`src/logic/intra4_pkg.sv`:
```
//----------------------------
// Shared widths, mode codes, mode costs,
// sequencer state codes and the 4x4 block
// union for the intra4 mode picker
//----------------------------
package intra4_pkg;

    localparam int PIX_W     = 8;
    localparam int MB_PIX    = 16;
    localparam int SUB_PIX   = 4;
    localparam int NUM_SUB   = 16;
    localparam int NUM_MODES = 4;
    localparam int MODE_W    = 2;
    localparam int SSE_W     = 21;
    localparam int LAMBDA_W  = 16;
    localparam int SCORE_W   = 48;
    localparam int ROW_W     = SUB_PIX * PIX_W;
    localparam int SUB_IDX_W = 4;

    localparam logic [MODE_W-1:0] MODE_DC = 2'd0;
    localparam logic [MODE_W-1:0] MODE_TM = 2'd1;
    localparam logic [MODE_W-1:0] MODE_VE = 2'd2;
    localparam logic [MODE_W-1:0] MODE_HE = 2'd3;

    // Fixed rate per mode in mode code order
    localparam logic [NUM_MODES-1:0][10:0] MODE_COST = {11'd1874, 11'd1723, 11'd1151, 11'd40};
    localparam int MB_BASE_COST = 211;

    // Sequencer states
    localparam int ST_W = 3;
    localparam logic [ST_W-1:0] ST_IDLE  = 3'd0;
    localparam logic [ST_W-1:0] ST_INIT  = 3'd1;
    localparam logic [ST_W-1:0] ST_LOAD  = 3'd2;
    localparam logic [ST_W-1:0] ST_EVAL  = 3'd3;
    localparam logic [ST_W-1:0] ST_STORE = 3'd4;

    // One 4x4 block with pixel (x,y) at y*4+x and at byte x of row y
    typedef union packed {
        logic [SUB_PIX*SUB_PIX-1:0][PIX_W-1:0] px;
        logic [SUB_PIX-1:0][ROW_W-1:0]         row;
    } blk4_u;

endpackage

```
`src/logic/intra4_neighbors.sv`:
```
//----------------------------
// Top line, left column and corner
// pixel context for the current subblock
//----------------------------
`timescale 1ns/10ps

module intra4_neighbors
    import intra4_pkg::*;
(
    input  logic                    clk,
    input  logic                    rst_n,
    input  logic                    init_i,
    input  logic                    store_i,
    input  logic [SUB_IDX_W-1:0]    sub_idx_i,
    input  blk4_u                   chosen_i,
    input  logic [MB_PIX*PIX_W-1:0] top_i,
    input  logic [MB_PIX*PIX_W-1:0] left_i,
    input  logic [PIX_W-1:0]        top_left_i,
    output logic [ROW_W-1:0]        top_px_o,
    output logic [ROW_W-1:0]        left_px_o,
    output logic [PIX_W-1:0]        corner_o
);

    logic [SUB_PIX-1:0][ROW_W-1:0] top_line;
    logic [SUB_PIX-1:0][ROW_W-1:0] left_border;
    logic [ROW_W-1:0]              left_q;
    logic [PIX_W-1:0]              corner_q;
    logic [PIX_W-1:0]              top_left_q;
    logic [1:0]                    bx;
    logic [1:0]                    by;

    assign bx = sub_idx_i[1:0];
    assign by = sub_idx_i[3:2];

    always_ff @(posedge clk or negedge rst_n) begin
        if (!rst_n) begin
            top_line    <= '0;
            left_border <= '0;
            left_q      <= '0;
            corner_q    <= '0;
            top_left_q  <= '0;
        end else if (init_i) begin
            top_line    <= top_i;
            left_border <= left_i;
            top_left_q  <= top_left_i;
        end else if (store_i) begin
            // Old top pixel at 4bx+3 is the up-left pixel of the next block
            corner_q     <= top_line[bx][ROW_W-1 -: PIX_W];
            top_line[bx] <= chosen_i.row[SUB_PIX-1];
            left_q       <= {chosen_i.px[15], chosen_i.px[11], chosen_i.px[7], chosen_i.px[3]};
        end
    end

    //----------------------------
    // Context for sub_idx_i
    //----------------------------
    assign top_px_o  = top_line[bx];
    assign left_px_o = (bx == 2'd0) ? left_border[by] : left_q;

    always_comb begin
        if (bx != 2'd0) begin
            corner_o = corner_q;
        end else if (by == 2'd0) begin
            corner_o = top_left_q;
        end else begin
            corner_o = left_border[by - 2'd1][ROW_W-1 -: PIX_W];
        end
    end

endmodule

```
`config.mk`:
```
export PLATFORM = sky130hd
export DESIGN_NAME = intra4_neighbors
export DESIGN_NICKNAME = d
export VERILOG_FILES = /design/src/logic/intra4_pkg.sv /design/src/logic/intra4_neighbors.sv
export SDC_FILE = /design/constraint.sdc
export NUM_CORES = 1
export LEC_CHECK = 0
export BUFFER_PORTS_ARGS = -buffer_cell sky130_fd_sc_hd__buf_4
export CAP_MARGIN = 10
export CORE_MARGIN = 2
export CORE_UTILIZATION = 30
export DETAILED_ROUTE_END_ITERATION = 16
export PLACE_DENSITY = 0.56
export SLEW_MARGIN = 10
export SYNTH_ARGS = -nofsm -noshare
export SYNTH_HDL_FRONTEND = slang
export SYNTH_SLANG_ARGS = --single-unit
```
`constraint.sdc`:
```
create_clock -name clk -period 1.7 [get_ports clk]
set_input_delay 0.085 -clock clk [delete_from_list [all_inputs] [get_ports clk]]
set_output_delay 0.085 -clock clk [all_outputs]
set_load 0.005 [all_outputs]
```
[Yosys cells after proc, flatten, opt, wreduce, memory -nomap -nowiden]
Cells that the tools add are included.
Operators by class
  add/sub/neg operators: 1
  order comparisons: 4
  mux-type cells: 14
  bitwise operators: 1
  reduce and logical (&&, ||, !) cells: 6
Operators with widths (number)
  128-bit 2-to-1 mux: 2
  32-bit binary-select mux with 2-bit select: 3
  32-bit 2-to-1 mux: 5
  128-bit bitwise mux: 1
  32-bit demux with 2-bit select: 1
  8-bit 2-to-1 mux: 2
  2-bit by 3-bit less-than comparator with 1-bit output (second input constant): 3
  2-bit logical NOT: 2
  2-bit nonzero test: 2
  2-bit by 1-bit >= comparator with 1-bit output (second input constant): 1
  2-bit AND reduction: 1
  2-bit by 1-bit subtractor with 2-bit output (second input constant): 1
  1-bit logical AND: 1
  1-bit NOT: 1
Word-level totals
  register bits after elaboration: 304

[Depth between registers and ports, before layout]
  word-level depth: 7
  gate-level depth with buffers: 9
  depth with buffers taken out: 5

[Worst setup path after synthesis]
OpenSTA, ideal clock, no wires.
  kind: input to output
  start: input sub_idx_i[3]
  end: output corner_o[0]
  arrival time: 1.671 ns
  path slack: -0.056 ns
  stages: 9
  cell sequence: buf_6 -> buf_6 -> buf_2 -> inv_1 -> ha_1 -> clkbuf_1 -> mux4_2 -> mux2i_1 -> a21oi_1
On the way
  longest elaborated chain between the ends: 5
  elaborated cells on any way between the ends: 6
  classes of those cells: add/sub (1); mux (4); reduce/logical (1)
RTL lines
  from (decl): line intra4_neighbors.sv:14  | input logic [SUB_IDX_W-1:0] sub_idx_i,
  2-bit by 1-bit subtractor with 2-bit output: line intra4_neighbors.sv:66  | corner_o = left_border[by - 2'd1][ROW_W-1 -: PIX_W];
  32-bit binary-select mux with 2-bit select: line intra4_neighbors.sv:66
  32-bit 2-to-1 mux (not written as such): line intra4_neighbors.sv:66
  8-bit 2-to-1 mux *: line intra4_neighbors.sv:63  | end else if (by == 2'd0) begin
  8-bit 2-to-1 mux *: line intra4_neighbors.sv:61  | if (bx != 2'd0) begin
  to (decl): line intra4_neighbors.sv:21  | output logic [PIX_W-1:0] corner_o
Every way passes the cells marked *; elsewhere a longest branch is shown, timed or not. The select of a mux whose other input is x is not followed.

[Worst setup path in the final report]
  start: register left_border[29] (netlist bit)
  end: output corner_o[5]
On the way
  longest elaborated chain between the ends: 4
RTL lines
  from (decl): line intra4_neighbors.sv:25  | logic [SUB_PIX-1:0][ROW_W-1:0] left_border;
  from (signal assigned): line intra4_neighbors.sv:44  | left_border <= left_i;
  32-bit binary-select mux with 2-bit select: line intra4_neighbors.sv:66
  32-bit 2-to-1 mux (not written as such): line intra4_neighbors.sv:66
  8-bit 2-to-1 mux: line intra4_neighbors.sv:63
  8-bit 2-to-1 mux: line intra4_neighbors.sv:61
No other way between the ends. The select of a mux whose other input is x is not followed.

==> results.json <==
{
  "status": "finished, violations left",
  "violations": "setup timing",
  "max-cap-violations": 0,
  "met1_usage_pct": 25.2,
  "path_class": "reg -> out",
  "syn_avg_cell_area_sq_um": 13.6,
  "worstPathCellList": "mux4_2 -> mux2i_4 -> a21oi_2 -> buf_4",
  "synth_area_leader_cell": "dfrtp_1",
  "syn_nets": 1488,
  "clock.fmax_ghz": 0.507,
  "yosysMostFrequentCell": "dfrtp_1",
  "hold_viol": 0,
  "ir_worst_vdd_mv": 0.670,
  "cts_sinks": 304,
  "dr.pass1.iters": 7,
  "critPathCaptureType": "output pin",
  "pwr-share-clk_pct": 36.5,
  "synth_edf_count": 0,
  "synth_ff_type": "dfrtp_1",
  "critPathMaxStageDelay_ns": 0.50,
  "fillers": 4173,
  "ys.warnings.count": 0,
  "nets": 2353,
  "hold_path_class": "in -> reg",
  "die_x_um": 226,
  "synth_area_leaders": "dfrtp_1 52%, mux2_2 16%, mux4_2 9.6%",
  "setup_violations": 40,
  "required_ns": 1.62,
  "internal-power_mw": 15.8,
  "worstSetupStartpointType": "flop",
  "grt_pass1_wl_um": 79600,
  "grt_use_met2_pct": 34.5,
  "antenna_found_initial": 5,
  "grt.overflow.total": 0,
  "cpMaxStageDelayCell": "mux4_2",
  "port_buffers": 399,
  "gp_congestion": 0.800,
  "gr-usage-met3_pct": 5.45,
  "power.density_mw_per_mm2": 863,
  "drv_slew": 0,
  "fin_ws_ns": -0.271,
  "io_pins": 472,
  "start_util_pct": 30.3,
  "worst_ep_arrival_time_ns": 1.89,
  "grt_pass1_vias": 13700,
  "h-tree-depth": 2,
  "skew_ns": 0.0117,
  "slew_headroom_pct": 67.6,
  "critical_path_peak_fanout": 3,
  "grt_start_max_net_pins": 73,
  "cts_tree": "done",
  "synth-seq-area-share_pct": 51.6,
  "drc": 0,
  "synth_top_cells_by_count": "304 x dfrtp_1, 206 x mux2_2, 136 x mux2i_1, 128 x nand2_1, 128 x o21ai_0",
  "power_frac_seq_pct": 39.7,
  "synthArstFlopShare_pct": 100,
  "p_leak_nw": 11.4,
  "drive_above_1_share_pct": 42.3,
  "synth_area_sq_mm": 0.0148,
  "post-route-period-util_pct": 116,
  "rsz0062_at_grt": "yes",
  "drt-wirelength-per-cell_um": 19.8,
  "die_area_sq_mm": 0.0510,
  "dpl.hpwl_um": 32900,
  "path_clk_slew_ns": 0.06,
  "grt_use_total_pct": 20.4,
  "synth.distinct_cells": 22,
  "p_sw_mw": 5.56,
  "root_buffer": "clkbuf_16",
  "vias_per_cell": 4.69,
  "num_vias": 12400,
  "worst_pin_slew_ns": 0.486,
  "synthCells": 1087,
  "dpl_worst_slack_ns": -0.0648,
  "area_delta_synth_final_pct": 67.6,
  "power_frac_comb_pct": 23.8,
  "fin_crit_ns": 1.97,
  "clock_path_buffers": 3,
  "rows": 81,
  "dieHeight_um": 226,
  "yosysTopAreaCellShare_pct": 51.6,
  "final_antenna_net_count": 0,
  "drt-initial-drc-count": 647,
  "power_mw": 21.3,
  "core_area_sq_mm": 0.0487,
  "drt-total-wl_um": 52400,
  "clock_latency_ns": 0.55,
  "p_sw_share_pct": 26.0,
  "numCtsBuffers": 37,
  "ys_ff_latch": 304,
  "busiest_layer": "met2"
}
worst max-delay path, delay by kind of cell (launching register included):
family / cells / cell delay, ns
multiplexers: 2 / 0.73
flip-flops: 1 / 0.39
buffers and inverters: 1 / 0.13
AO/OA/AOI/OAI: 1 / 0.08
worst paths after layout:
check / from / end / slack (ns) / cells past startpoint
worst max register to register: top_line[125] / corner_q[5] / 0.20 / 4
max in group asynchronous: rst_n / left_q[16] / 0.91 / 3
worst min register to register: left_border[80] / left_border[80] / 0.50 / 1
worst max-delay path: left_border[29] / corner_o[5] / -0.27 / 4
worst min-delay path: init_i / top_left_q[3] / 0.03 / 2
min in group asynchronous: rst_n / top_line[11] / 0.07 / 2
logic make-up after synthesis:
family                   Yosys count  share of synthesized area [%]
buffers and inverters             88                           3.62
AO/OA/AOI/OAI                    136                           4.61
flip-flops                       304                           51.6
adder cells (fa/ha/maj)            1                         0.0848
AND/OR/NAND/NOR                  142                           3.75
multiplexers                     416                           36.4
placed cells by master, fill, tap and decap left out, types with 3 or more instances in the layout:
cell / n
clkinv_4: 5
clkbuf_8: 7
mux2i_1: 133
buf_12: 16
dlygate4sd3_1: 425
clkinv_2: 8
clkbuf_16: 40
o21ai_0: 128
a21oi_1: 5
mux2i_4: 3
dfrtp_1: 304
nor2_1: 8
diode_2: 3
a21oi_2: 3
buf_4: 426
mux2_4: 34
buf_6: 42
clkbuf_1: 4
nand2_1: 128
mux2_2: 174
mux4_2: 71
routing by layer:
| metal | routed length [um] | up-vias | part of all wire, % |
|---|---|---|---|
| met2 | 25500 | 442 | 49 |
| met4 | 1410 | 4 | 2.7 |
| met5 | 21 | - | 0.040 |
| met1 | 21500 | 6201 | 41 |
| li1 | - | 5679 | - |
| met3 | 3960 | 94 | 7.6 |
final cells by class:
| cell class | instances | area, sq um | area share, % |
|---|---|---|---|
| repair buffers | 912 | 8300 | 33.6 |
| clock buffers | 50 | 1090 | 4.40 |
| flip-flops and latches | 304 | 7610 | 30.8 |
| diodes | 3 | 7.51 | 0.0304 |
| multi-input cells | 695 | 6780 | 27.4 |
| well taps | 664 | 831 | 3.36 |
| clock inverters | 16 | 108 | 0.435 |
| inverters | 2 | 7.51 | 0.0304 |
registers in the layout, summed over array words and instances, names as in the netlist:
register / cells
left_border: 128
top_line: 128
left_q: 32
corner_q: 8
top_left_q: 8
power groups by stage:
stage               Combinational [mW]  Clock (mW)  Sequential, mW
global route                      5.48        8.34            8.56
finish                            5.08        7.80            8.47
detailed placement                3.65           0            8.59
floorplan                         1.88           0            8.40
CTS                               4.98        8.06            8.47
global placement                  3.61           0            8.55
metrics by stage:
step           instances  utilization, %  hold WS [ns]  cell area (sq um)  setup TNS (ns)
2_1_floorplan       1087               -        -0.211              14800               0
3_3_place_gp        2113            38.3        0.0407              18700         -0.0474
3_5_place_dp        2113            38.3        0.0447              18700         -0.0648
4_1_cts             2626            50.4      0.000510              24500           -9.62
5_1_grt             2646            50.7        0.0243              24700          -10.27
6_report            2646            50.7        0.0311              24700           -7.86
repair_timing:
| item | in CTS | in global routing |
|---|---|---|
| pin swaps | 8 | 3 |
| gates cloned | 0 | 1 |
| endpoints found under the setup margin | 52 | 53 |
| endpoints found under the hold margin | 600 | 0 |
| setup buffers | 22 | 16 |
| hold buffers | 425 | 0 |
| resized for setup | 83 | 9 |
Power figures use the tool's default switching activity.
