**config.mk**
```make
export PLATFORM = sky130hd
export DESIGN_NAME = intra4_pred
export DESIGN_NICKNAME = d
export VERILOG_FILES = /design/src/logic/intra4_pkg.sv /design/src/logic/intra4_pred.sv
export SDC_FILE = /design/constraint.sdc
export NUM_CORES = 1
export LEC_CHECK = 0
export BUFFER_PORTS_ARGS = -buffer_cell sky130_fd_sc_hd__buf_2
export CORE_AREA = 2 2 229 231
export DETAILED_ROUTE_END_ITERATION = 8
export DIE_AREA = 0 0 231 233
export PLACE_DENSITY = 0.5
export SYNTH_ARGS = -nofsm -noshare
export SYNTH_HDL_FRONTEND = slang
export SYNTH_SLANG_ARGS = --single-unit
```
**constraint.sdc**
```tcl
create_clock -name vclk -period 8.55
set_input_delay 0.4275 -clock vclk [all_inputs]
set_output_delay 0.4275 -clock vclk [all_outputs]
set_load 0.02 [all_outputs]
```
**src/logic/intra4_pkg.sv**
```systemverilog
//----------------------------
// Shared widths, mode codes, mode costs,
// sequencer state codes and the 4x4 block
// union for the intra4 mode picker
//----------------------------
package intra4_pkg;

    localparam int PIX_W     = 8;
    localparam int MB_PIX    = 16;
    localparam int SUB_PIX   = 4;
    localparam int NUM_SUB   = 16;
    localparam int NUM_MODES = 4;
    localparam int MODE_W    = 2;
    localparam int SSE_W     = 21;
    localparam int LAMBDA_W  = 16;
    localparam int SCORE_W   = 48;
    localparam int ROW_W     = SUB_PIX * PIX_W;
    localparam int SUB_IDX_W = 4;

    localparam logic [MODE_W-1:0] MODE_DC = 2'd0;
    localparam logic [MODE_W-1:0] MODE_TM = 2'd1;
    localparam logic [MODE_W-1:0] MODE_VE = 2'd2;
    localparam logic [MODE_W-1:0] MODE_HE = 2'd3;

    // Fixed rate per mode in mode code order
    localparam logic [NUM_MODES-1:0][10:0] MODE_COST = {11'd1874, 11'd1723, 11'd1151, 11'd40};
    localparam int MB_BASE_COST = 211;

    // Sequencer states
    localparam int ST_W = 3;
    localparam logic [ST_W-1:0] ST_IDLE  = 3'd0;
    localparam logic [ST_W-1:0] ST_INIT  = 3'd1;
    localparam logic [ST_W-1:0] ST_LOAD  = 3'd2;
    localparam logic [ST_W-1:0] ST_EVAL  = 3'd3;
    localparam logic [ST_W-1:0] ST_STORE = 3'd4;

    // One 4x4 block with pixel (x,y) at y*4+x and at byte x of row y
    typedef union packed {
        logic [SUB_PIX*SUB_PIX-1:0][PIX_W-1:0] px;
        logic [SUB_PIX-1:0][ROW_W-1:0]         row;
    } blk4_u;

endpackage

```
**src/logic/intra4_pred.sv**
```systemverilog
//----------------------------
// DC, TM, VE and HE predictors for
// one 4x4 subblock, combinational
//----------------------------
`timescale 1ns/10ps

module intra4_pred
    import intra4_pkg::*;
(
    input  logic [ROW_W-1:0] top_px_i,
    input  logic [ROW_W-1:0] left_px_i,
    input  logic [PIX_W-1:0] top_left_i,
    output blk4_u            pred_o [NUM_MODES]
);

    logic [SUB_PIX-1:0][PIX_W-1:0] top_px;
    logic [SUB_PIX-1:0][PIX_W-1:0] left_px;
    logic [PIX_W+2:0]              dc_sum;
    logic [PIX_W-1:0]              dc_val;

    assign top_px  = top_px_i;
    assign left_px = left_px_i;

    //----------------------------
    // DC
    //----------------------------
    always_comb begin
        dc_sum = (PIX_W+3)'(4);
        for (int i = 0; i < SUB_PIX; i++) begin
            dc_sum = dc_sum + (PIX_W+3)'(top_px[i]) + (PIX_W+3)'(left_px[i]);
        end
    end

    assign dc_val = dc_sum[PIX_W+2:3];

    //----------------------------
    // TM, VE, HE
    //----------------------------
    always_comb begin
        logic signed [PIX_W+1:0] tm;
        for (int y = 0; y < SUB_PIX; y++) begin
            for (int x = 0; x < SUB_PIX; x++) begin
                tm = $signed({2'b00, top_px[x]}) + $signed({2'b00, left_px[y]})
                   - $signed({2'b00, top_left_i});
                // Clip to the pixel range
                if (tm < 0) begin
                    pred_o[MODE_TM].px[y*SUB_PIX+x] = '0;
                end else if (tm > 255) begin
                    pred_o[MODE_TM].px[y*SUB_PIX+x] = '1;
                end else begin
                    pred_o[MODE_TM].px[y*SUB_PIX+x] = tm[PIX_W-1:0];
                end
                pred_o[MODE_DC].px[y*SUB_PIX+x] = dc_val;
                pred_o[MODE_VE].px[y*SUB_PIX+x] = top_px[x];
                pred_o[MODE_HE].px[y*SUB_PIX+x] = left_px[y];
            end
        end
    end

endmodule

```
# [Yosys cells after proc, flatten, opt, wreduce, memory -nomap -nowiden]
# Cells that the tools add are included.
[word_totals] ff_bits=0 elab_cells=104 in_bits=72
[op_classes] muxes=32 add_sub_neg=40 order_cmp=32
[op_table] op="$mux W8" n=32
[op_table] op="$gt A10 B9 Y1 const B" n=16
[op_table] op="$lt A10 B1 Y1 const B" n=16
[op_table] op="$sub A9 B8 Y10" n=16
[op_table] op="$add A8 B8 Y9" n=16
[op_table] op="$add A11 B8 Y11" n=5
[op_table] op="$add A10 B8 Y11" n=1
[op_table] op="$add A9 B8 Y10" n=1
[op_table] op="$add A3 B8 Y9 const A" n=1

# [Depth between registers and ports, before layout]
# Gate-level depths: netlist (run 1).
[logic_depth] ltp_word=8 mapped_depth=15 depth_no_buf=14

# [Worst setup path before layout (run 1)]
# No wires, ideal clock.
[synth_timing] path_kind="input-to-output" from="input port top_px_i[18]" to="output port pred_o[396] (netlist name)" t_required_ns=8.123 path_buffers=1 arrival_time_ns=5.248 path_slack_ns=2.875 stages=15 cell_sequence="inv_1 fa_1 inv_1 fa_1 fa_1 inv_1 fa_1 inv_1 ha_1 and4bb_2 nor4_2 o31ai_1 a211oi_1 nor3_1 buf_4"
[synth_lines] element="from (decl)" line_no="intra4_pred.sv:10" text="input logic [ROW_W-1:0] top_px_i,"
[synth_lines] element="to (decl)" line_no="intra4_pred.sv:13" text="output blk4_u pred_o [NUM_MODES]"

==> results.py, run 1 <==
metrics = {
    "run_status": {
        "status": "complete, no violations",
    },
    "global_routing": {
        "grt.met1_usage_pct": 24.02,
        "grt_busiest_layer": "met2",
        "grt_overflow": 0,
        "grt_util_met3_pct": 0.9926,
        "grt_max_degree": 19,
        "antenna_found_initial": 4,
        "grt_first_pass_wirelength_um": 75940,
        "grt_usage_pct": 19.14,
        "grt_pass1_vias": 11847,
        "grt_use_met2_pct": 36.32,
    },
    "floorplanning": {
        "die_h_um": 233,
        "initial_core_util_pct": 27.99,
        "die_w_um": 231,
        "num_rows": 83,
        "pin_count": 584,
        "die_area_um2": 53820,
        "core_um2": 51090,
    },
    "synthesis": {
        "synth_area_um2": 14300,
        "syn_area_per_cell_um2": 7.646,
        "syn_nets": 2259,
        "ys_seq_area_share_pct": 0,
        "yosys.area.top_type": "fa_1",
        "netlist_instances": 1870,
        "ys_warn_count": 0,
        "ys_top_cells_by_area": "fa_1 (25%), buf_4 (20%), ha_1 (12%), inv_1 (11%), a21oi_1 (5.5%)",
        "yosysTopAreaCellShare_pct": 24.64,
        "synth.distinct_cells": 54,
    },
    "detailed_routing": {
        "vias": 12596,
        "drt_first_pass_iters": 5,
        "drtAntennaViolNets": 0,
        "wl_per_cell_um": 19.51,
        "drt-initial-drc-count": 673,
        "drt_wl_total_um": 53740,
        "drc_errors": 0,
        "vias_per_cell": 4.574,
    },
    "placement": {
        "place_hpwl_um": 45900,
        "routabilityCongestion": 0.8579,
        "io_buffers": 584,
    },
    "setup_path": {
        "crit_path_end_kind": "primary output",
        "cp.arrival_ns": 5.86,
        "critPathMaxStageDelay_ns": 0.86,
        "worstPathRequired_ns": 8.12,
        "crit_path_end": "pred_o[510]",
        "slowest_stage": "a31oi_1",
        "cpLargestDelayFamily": "adder cells",
        "crit_start": "top_px_i[18]",
        "path_cells": "buf_2 > inv_1 > fa_1 > inv_1 > fa_1 > fa_1 > inv_1 > fa_1 > inv_1 > ha_1 > and4bb_2 > nor4_2 > nor3_1 > o41a_1 > a31oi_1 > buf_2",
        "critical_path_class": "in -> out",
        "start_kind": "primary input",
        "worst-path-stages": 16,
        "cp_max_fo": 16,
        "worst-path-buf-inv": 6,
    },
    "sta": {
        "fin_tns_setup_ns": 0,
        "hold_ws_ns": 1.120,
        "post-route-min-period_ns": 6.291,
        "clock.fmax_mhz": 159.0,
        "worstMarginPinSlew_ns": 1.243,
        "maxSlewHeadroom_pct": 16.53,
        "period_share_pct": 73.58,
        "hold_viol_final": 0,
        "rsz0062_at_grt": "no",
        "slew_viol_final": 0,
        "setup_violations": 0,
    },
    "min_path": {
        "hold-path-cell-count": 2,
        "hp-class": "in -> out",
    },
    "flow_run": {
        "maxCapViolations": 0,
    },
    "final_layout": {
        "fill_cells": 5516,
        "regArea_um2": 0,
        "multi_input_area_um2": 9950,
        "utilization_pct": 29.84,
        "nets": 2464,
        "clock_buffers": 0,
        "layout-drive-gt1-share_pct": 29.33,
        "flops_and_latches": 0,
        "syn_to_final_growth_pct": 6.624,
    },
    "clock_network": {
        "holdBufCountCts": 0,
        "cts_setup_buffers": 0,
        "cts_resized": 0,
    },
}
cell type report:
class	count	share of cell area [%]
tap	680	5.581
multi-input combinational	1086	65.26
timing repair buffer	586	19.27
antenna	1	0.01641
inverter	401	9.873
stage by stage:
step,setup slack (ns),area (µm²),instances
CTS,2.162,15240,2753
global route,2.003,15250,2754
global placement,2.214,15240,2753
floorplan,2.875,14300,1870
detailed placement,2.174,15240,2753
finish,2.259,15250,2754
worst min-delay path by stage:
stage / from / endpoint / slack (ns)
5_1_grt: top_px_i[19] / pred_o[147] / 1.14
2_1_floorplan: left_px_i[0] / pred_o[0] / 0.97
3_5_place_dp: top_px_i[19] / pred_o[243] / 1.12
6_report: top_px_i[19] / pred_o[147] / 1.12
4_1_cts: top_px_i[19] / pred_o[243] / 1.12
3_3_place_gp: left_px_i[16] / pred_o[80] / 1.12
metal layers:
layer	vias up	part of all wire, %	wire, µm
li1	6032	-	-
met5	-	0	0
met3	39	3.5	1877
met2	450	52	27810
met4	0	2.0	1081
met1	6075	43	22970
layout by cell type (no fill, tap or decap), drive strengths merged, types with 9 or more instances in the layout:
cell and instances:
nand2 53, a211o 10, o21ai 58, inv 401, nor3 22, nor2 88, nand2b 11, o22ai 9
xnor2 30, and2 9, a31oi 36, xor2 54, maj3 10, fa 176, a211oi 11, nand3 24
nor2b 39, o21a 22, a21oi 157, buf 586, ha 141, a21o 23, or2 15, a221oi 11
Yosys cell counts (6+ instances only):
cell / n
a31oi_1: 36
fa_1: 176
a211oi_1: 10
xnor2_1: 30
a21oi_1: 157
or2_2: 15
maj3_1: 10
inv_1: 401
o31a_1: 8
a211o_1: 10
o21ai_0: 47
a21o_1: 23
nor3_1: 22
nand2b_1: 11
clkbuf_1: 7
ha_1: 141
nor2b_1: 39
a221oi_1: 11
buf_4: 376
nor4_1: 6
o21bai_1: 8
xor2_1: 54
and2_1: 9
o21ai_1: 11
o31ai_1: 7
nand3_1: 24
o22ai_1: 9
nand2_1: 53
nor2_1: 88
o21a_1: 22
nand4_1: 7
cells by family after synthesis:
logic type                 after synthesis  synth area share [%]
buffers and inverters                  784                 30.45
muxes                                    4                0.2800
AOI/OAI and AO/OA                      379                 16.27
adders and majority gates              327                 37.68
xor gates and xnor gates                84                 5.145
and+or+nand+nor                        292                 10.18
Power of run 1 is left out: the tool's default activity adds up to more than one toggle a clock period on the data nets, which glitch-free logic cannot reach.
==> run 2: changes to the inputs <==
Clock period 8.55 ns to 6.31 ns, I/O delays scaled along.
==> results.py, run 2 (synthesis results as in run 1) <==
metrics = {
    "run_status": {
        "status": "complete, no violations",
    },
    "final_layout": {
        "clock_buffers": 0,
        "multi_input_area_um2": 9950,
        "flops_and_latches": 0,
        "final_common_cell": "buf_2",
        "regArea_um2": 0,
        "syn_to_final_growth_pct": 7.464,
        "final_cell_mix": "buf_2 (584), inv_1 (401), fa_1 (176), a21oi_1 (157), ha_1 (141)",
        "fill_cells": 5588,
        "nets": 2480,
        "layout-drive-gt1-share_pct": 29.87,
    },
    "placement": {
        "routabilityCongestion": 0.8941,
        "place_hpwl_um": 46280,
        "post-place-ws_ns": 0.7055,
        "io_buffers": 584,
    },
    "sta": {
        "maxSlewHeadroom_pct": 25.57,
        "slew_viol_final": 0,
        "clock.fmax_mhz": 178.6,
        "setup_violations": 0,
        "post-route-min-period_ns": 5.598,
        "hold_viol_final": 0,
        "fin_tns_setup_ns": 0,
        "worstMarginPinSlew_ns": 1.108,
        "setup_ws_ns": 0.7123,
        "rsz0062_at_grt": "no",
        "period_share_pct": 88.71,
    },
    "clock_network": {
        "cts_setup_buffers": 0,
        "cts_resized": 0,
        "holdBufCountCts": 0,
    },
    "floorplanning": {
        "die_area_um2": 53820,
        "core_um2": 51090,
        "initial_core_util_pct": 27.99,
        "die_w_um": 231,
        "pin_count": 584,
        "num_rows": 83,
        "die_h_um": 233,
    },
    "setup_path": {
        "worstPathRequired_ns": 5.99,
        "slowest_stage": "nor3_2",
        "critical_path_class": "in -> out",
        "cp.arrival_ns": 5.28,
        "crit_path_end": "pred_o[508]",
        "crit_path_end_kind": "primary output",
        "critPathMaxStageDelay_ns": 0.86,
        "cp_max_fo": 16,
        "path_cells": "buf_2 > inv_1 > fa_1 > inv_1 > fa_1 > fa_1 > inv_1 > fa_1 > inv_1 > ha_1 > and4bb_2 > nor4_2 > nor3_1 > nor3_2 > buf_2",
        "start_kind": "primary input",
        "crit_start": "top_px_i[26]",
    },
    "global_routing": {
        "grt_first_pass_wirelength_um": 75400,
        "grt_overflow": 0,
        "antenna_found_initial": 1,
        "grt_usage_pct": 19.12,
        "grt_max_degree": 19,
        "grt_pass1_vias": 11793,
    },
    "detailed_routing": {
        "wl_per_cell_um": 19.50,
        "drc_errors": 0,
        "vias": 12655,
        "drt-initial-drc-count": 587,
        "drt_first_pass_iters": 6,
        "vias_per_cell": 4.569,
        "drtAntennaViolNets": 0,
        "drt_wl_total_um": 54020,
    },
    "min_path": {
        "hp-class": "in -> out",
    },
    "flow_run": {
        "maxCapViolations": 0,
    },
}
## run 2: cell count changes in the layout (fill, tap and decap cells not counted)
cell,previous run,this run
buf_4,2,18
## run 2: worst min-delay path by stage
stage / start / to / slack, ns / cells past startpoint
2_1_floorplan: left_px_i[0] / pred_o[0] / 0.74 / 1
3_3_place_gp: top_px_i[19] / pred_o[243] / 0.90 / 2
3_5_place_dp: left_px_i[16] / pred_o[72] / 0.90 / 2
4_1_cts: left_px_i[16] / pred_o[72] / 0.90 / 2
5_1_grt: top_px_i[22] / pred_o[214] / 0.91 / 2
6_report: top_px_i[26] / pred_o[250] / 0.90 / 2
## run 2: metrics by stage
| stage | hold slack [ns] | instances | instance area, µm² | util [%] |
|---|---|---|---|---|
| 2_1_floorplan | 0.7436 | 1870 | 14300 | - |
| 5_1_grt | 0.9096 | 2770 | 15370 | 30.07 |
| 6_report | 0.8984 | 2770 | 15370 | 30.07 |
| 4_1_cts | 0.8989 | 2769 | 15360 | 30.07 |
| 3_3_place_gp | 0.8960 | 2769 | 15360 | 30.07 |
| 3_5_place_dp | 0.8989 | 2769 | 15360 | 30.07 |
## run 2: worst max-delay path: cells and delay by family
family	cells	cell delay (ns)
simple gates	4	1.68
fa+ha+maj	5	2.28
buf+inv	6	0.98
## run 2: cell type report
cell class / count / area share, %
tap: 680 / 5.537
inverter: 401 / 9.796
antenna: 1 / 0.01629
timing repair buffer: 602 / 19.90
multi-input combinational: 1086 / 64.75
## run 2: metal layers
layer	global-route usage (%)	wire length, µm
met1	23.72	22770
met2	35.49	27320
met3	1.275	2221
met4	5.161	1710
met5	0	0
Power of run 2 is left out for the same reason.
==> run 3: changes to the inputs <==
Settings changed: CELL_PAD_IN_SITES_DETAIL_PLACEMENT from default to 0, CELL_PAD_IN_SITES_GLOBAL_PLACEMENT from default to 2, CORE_AREA 2 2 229 231 to default, CORE_ASPECT_RATIO from default to 0.7, CORE_UTILIZATION from default to 28, DIE_AREA 0 0 231 233 to default, MAX_ROUTING_LAYER from default to met4, PLACE_DENSITY 0.5 to 0.84.
==> results.py, run 3 (synthesis results as in run 1) <==
metrics = {
    "clock_network": {
        "cts_setup_buffers": 0,
        "cts_resized": 0,
        "holdBufCountCts": 0,
    },
    "detailed_routing": {
        "vias": 12761,
        "drt_wl_total_um": 58230,
        "drtAntennaViolNets": 0,
        "drt-initial-drc-count": 642,
        "drc_errors": 0,
        "drt_first_pass_iters": 6,
        "vias_per_cell": 4.614,
        "wl_per_cell_um": 21.05,
    },
    "placement": {
        "routabilityCongestion": 0.8925,
        "place_hpwl_um": 49600,
        "post-place-ws_ns": 0.8856,
        "placed_cells": 2762,
        "postPlaceCellArea_um2": 15400,
        "io_buffers": 584,
    },
    "final_layout": {
        "layout-drive-gt1-share_pct": 30.09,
        "final_cells": 2766,
        "fill_cells": 5494,
        "syn_to_final_growth_pct": 7.771,
        "stdcell_area_um2": 15410,
        "utilization_pct": 30.91,
        "final_cell_mix": "buf_2 (584), inv_1 (401), fa_1 (176), a21oi_1 (157), ha_1 (141)",
        "final_common_cell": "buf_2",
        "flops_and_latches": 0,
        "clock_buffers": 0,
        "regArea_um2": 0,
        "nets": 2488,
    },
    "floorplanning": {
        "num_rows": 68,
        "die_w_um": 272.1,
        "core_um2": 49860,
        "initial_core_util_pct": 28.68,
        "die_h_um": 191.1,
        "die_area_um2": 51990,
        "pin_count": 584,
    },
    "sta": {
        "period_share_pct": 85.72,
        "fin_tns_setup_ns": 0,
        "maxSlewHeadroom_pct": 46.07,
        "setup_violations": 0,
        "setup_ws_ns": 0.9013,
        "post-route-min-period_ns": 5.409,
        "hold_viol_final": 0,
        "worstMarginPinSlew_ns": 0.8089,
        "slew_viol_final": 0,
        "clock.fmax_mhz": 184.9,
        "rsz0062_at_grt": "no",
    },
    "setup_path": {
        "start_kind": "primary input",
        "critical_path_class": "in -> out",
        "cp_max_fo": 16,
        "crit_path_end_kind": "primary output",
        "worstPathRequired_ns": 5.99,
        "cp.arrival_ns": 5.09,
    },
    "global_routing": {
        "antenna_found_initial": 8,
        "grt_overflow": 0,
        "grt_pass1_vias": 11828,
        "grt_usage_pct": 22.13,
        "grt_max_degree": 19,
        "grt_first_pass_wirelength_um": 80850,
    },
    "flow_run": {
        "maxCapViolations": 0,
    },
    "run_status": {
        "status": "complete, no violations",
    },
    "power": {
        "leakagePower_nw": 8.525,
        "peakVddDrop_mv": 1.406,
        "p_per_area_nw_per_um2": 638.7,
    },
    "min_path": {
        "hp-class": "in -> out",
    },
}
[run 3: per-layer routing]
metal,wire length [µm],track usage [%],vias to the layer above
li1,-,-,6101
met1,26600,29.07,6156
met2,27830,37.76,472
met3,3004,2.148,32
met4,800,2.679,0
met5,0,-,-
[run 3: cell type report]
type,count,area [µm²],share of cell area [%]
multi-input combinational,1086,9945,64.53
inverter,401,1505,9.768
antenna,4,10.01,0.06496
tap,665,832.0,5.399
timing repair buffer,610,3118,20.23
[run 3: critical path, stage by stage]
cell and delay, ns:
buf_2 0.15, inv_1 0.23, fa_1 0.57, inv_1 0.06, fa_1 0.44, fa_1 0.51, inv_1 0.05, fa_1 0.53
inv_1 0.04, ha_1 0.28, and4bb_2 0.27, nor4_2 0.40, nor3_1 0.21, o41a_1 0.42, or2_2 0.41, buf_2 0.21
[run 3: power breakdown]
group              internal, W  switching [W]
clock network  0.0000000000850              0
registers                    0              0
logic                  0.00307        0.00677
[run 3: final timing paths]
check	startpoint	to	slack, ns	depth (start not counted)
worst max-delay path	top_px_i[9]	pred_o[391]	0.90	16
worst min-delay path	left_px_i[12]	pred_o[44]	0.90	2
[run 3: through the flow]
stage | power, W | hold slack, ns
2_1_floorplan | 0.009436 | 0.7436
3_3_place_gp | 0.009934 | 0.8953
3_5_place_dp | 0.009897 | 0.8977
4_1_cts | 0.009933 | 0.8995
5_1_grt | 0.01064 | 0.9084
6_report | 0.009842 | 0.8974
No activity file was read; power rests on OpenSTA's default activity.
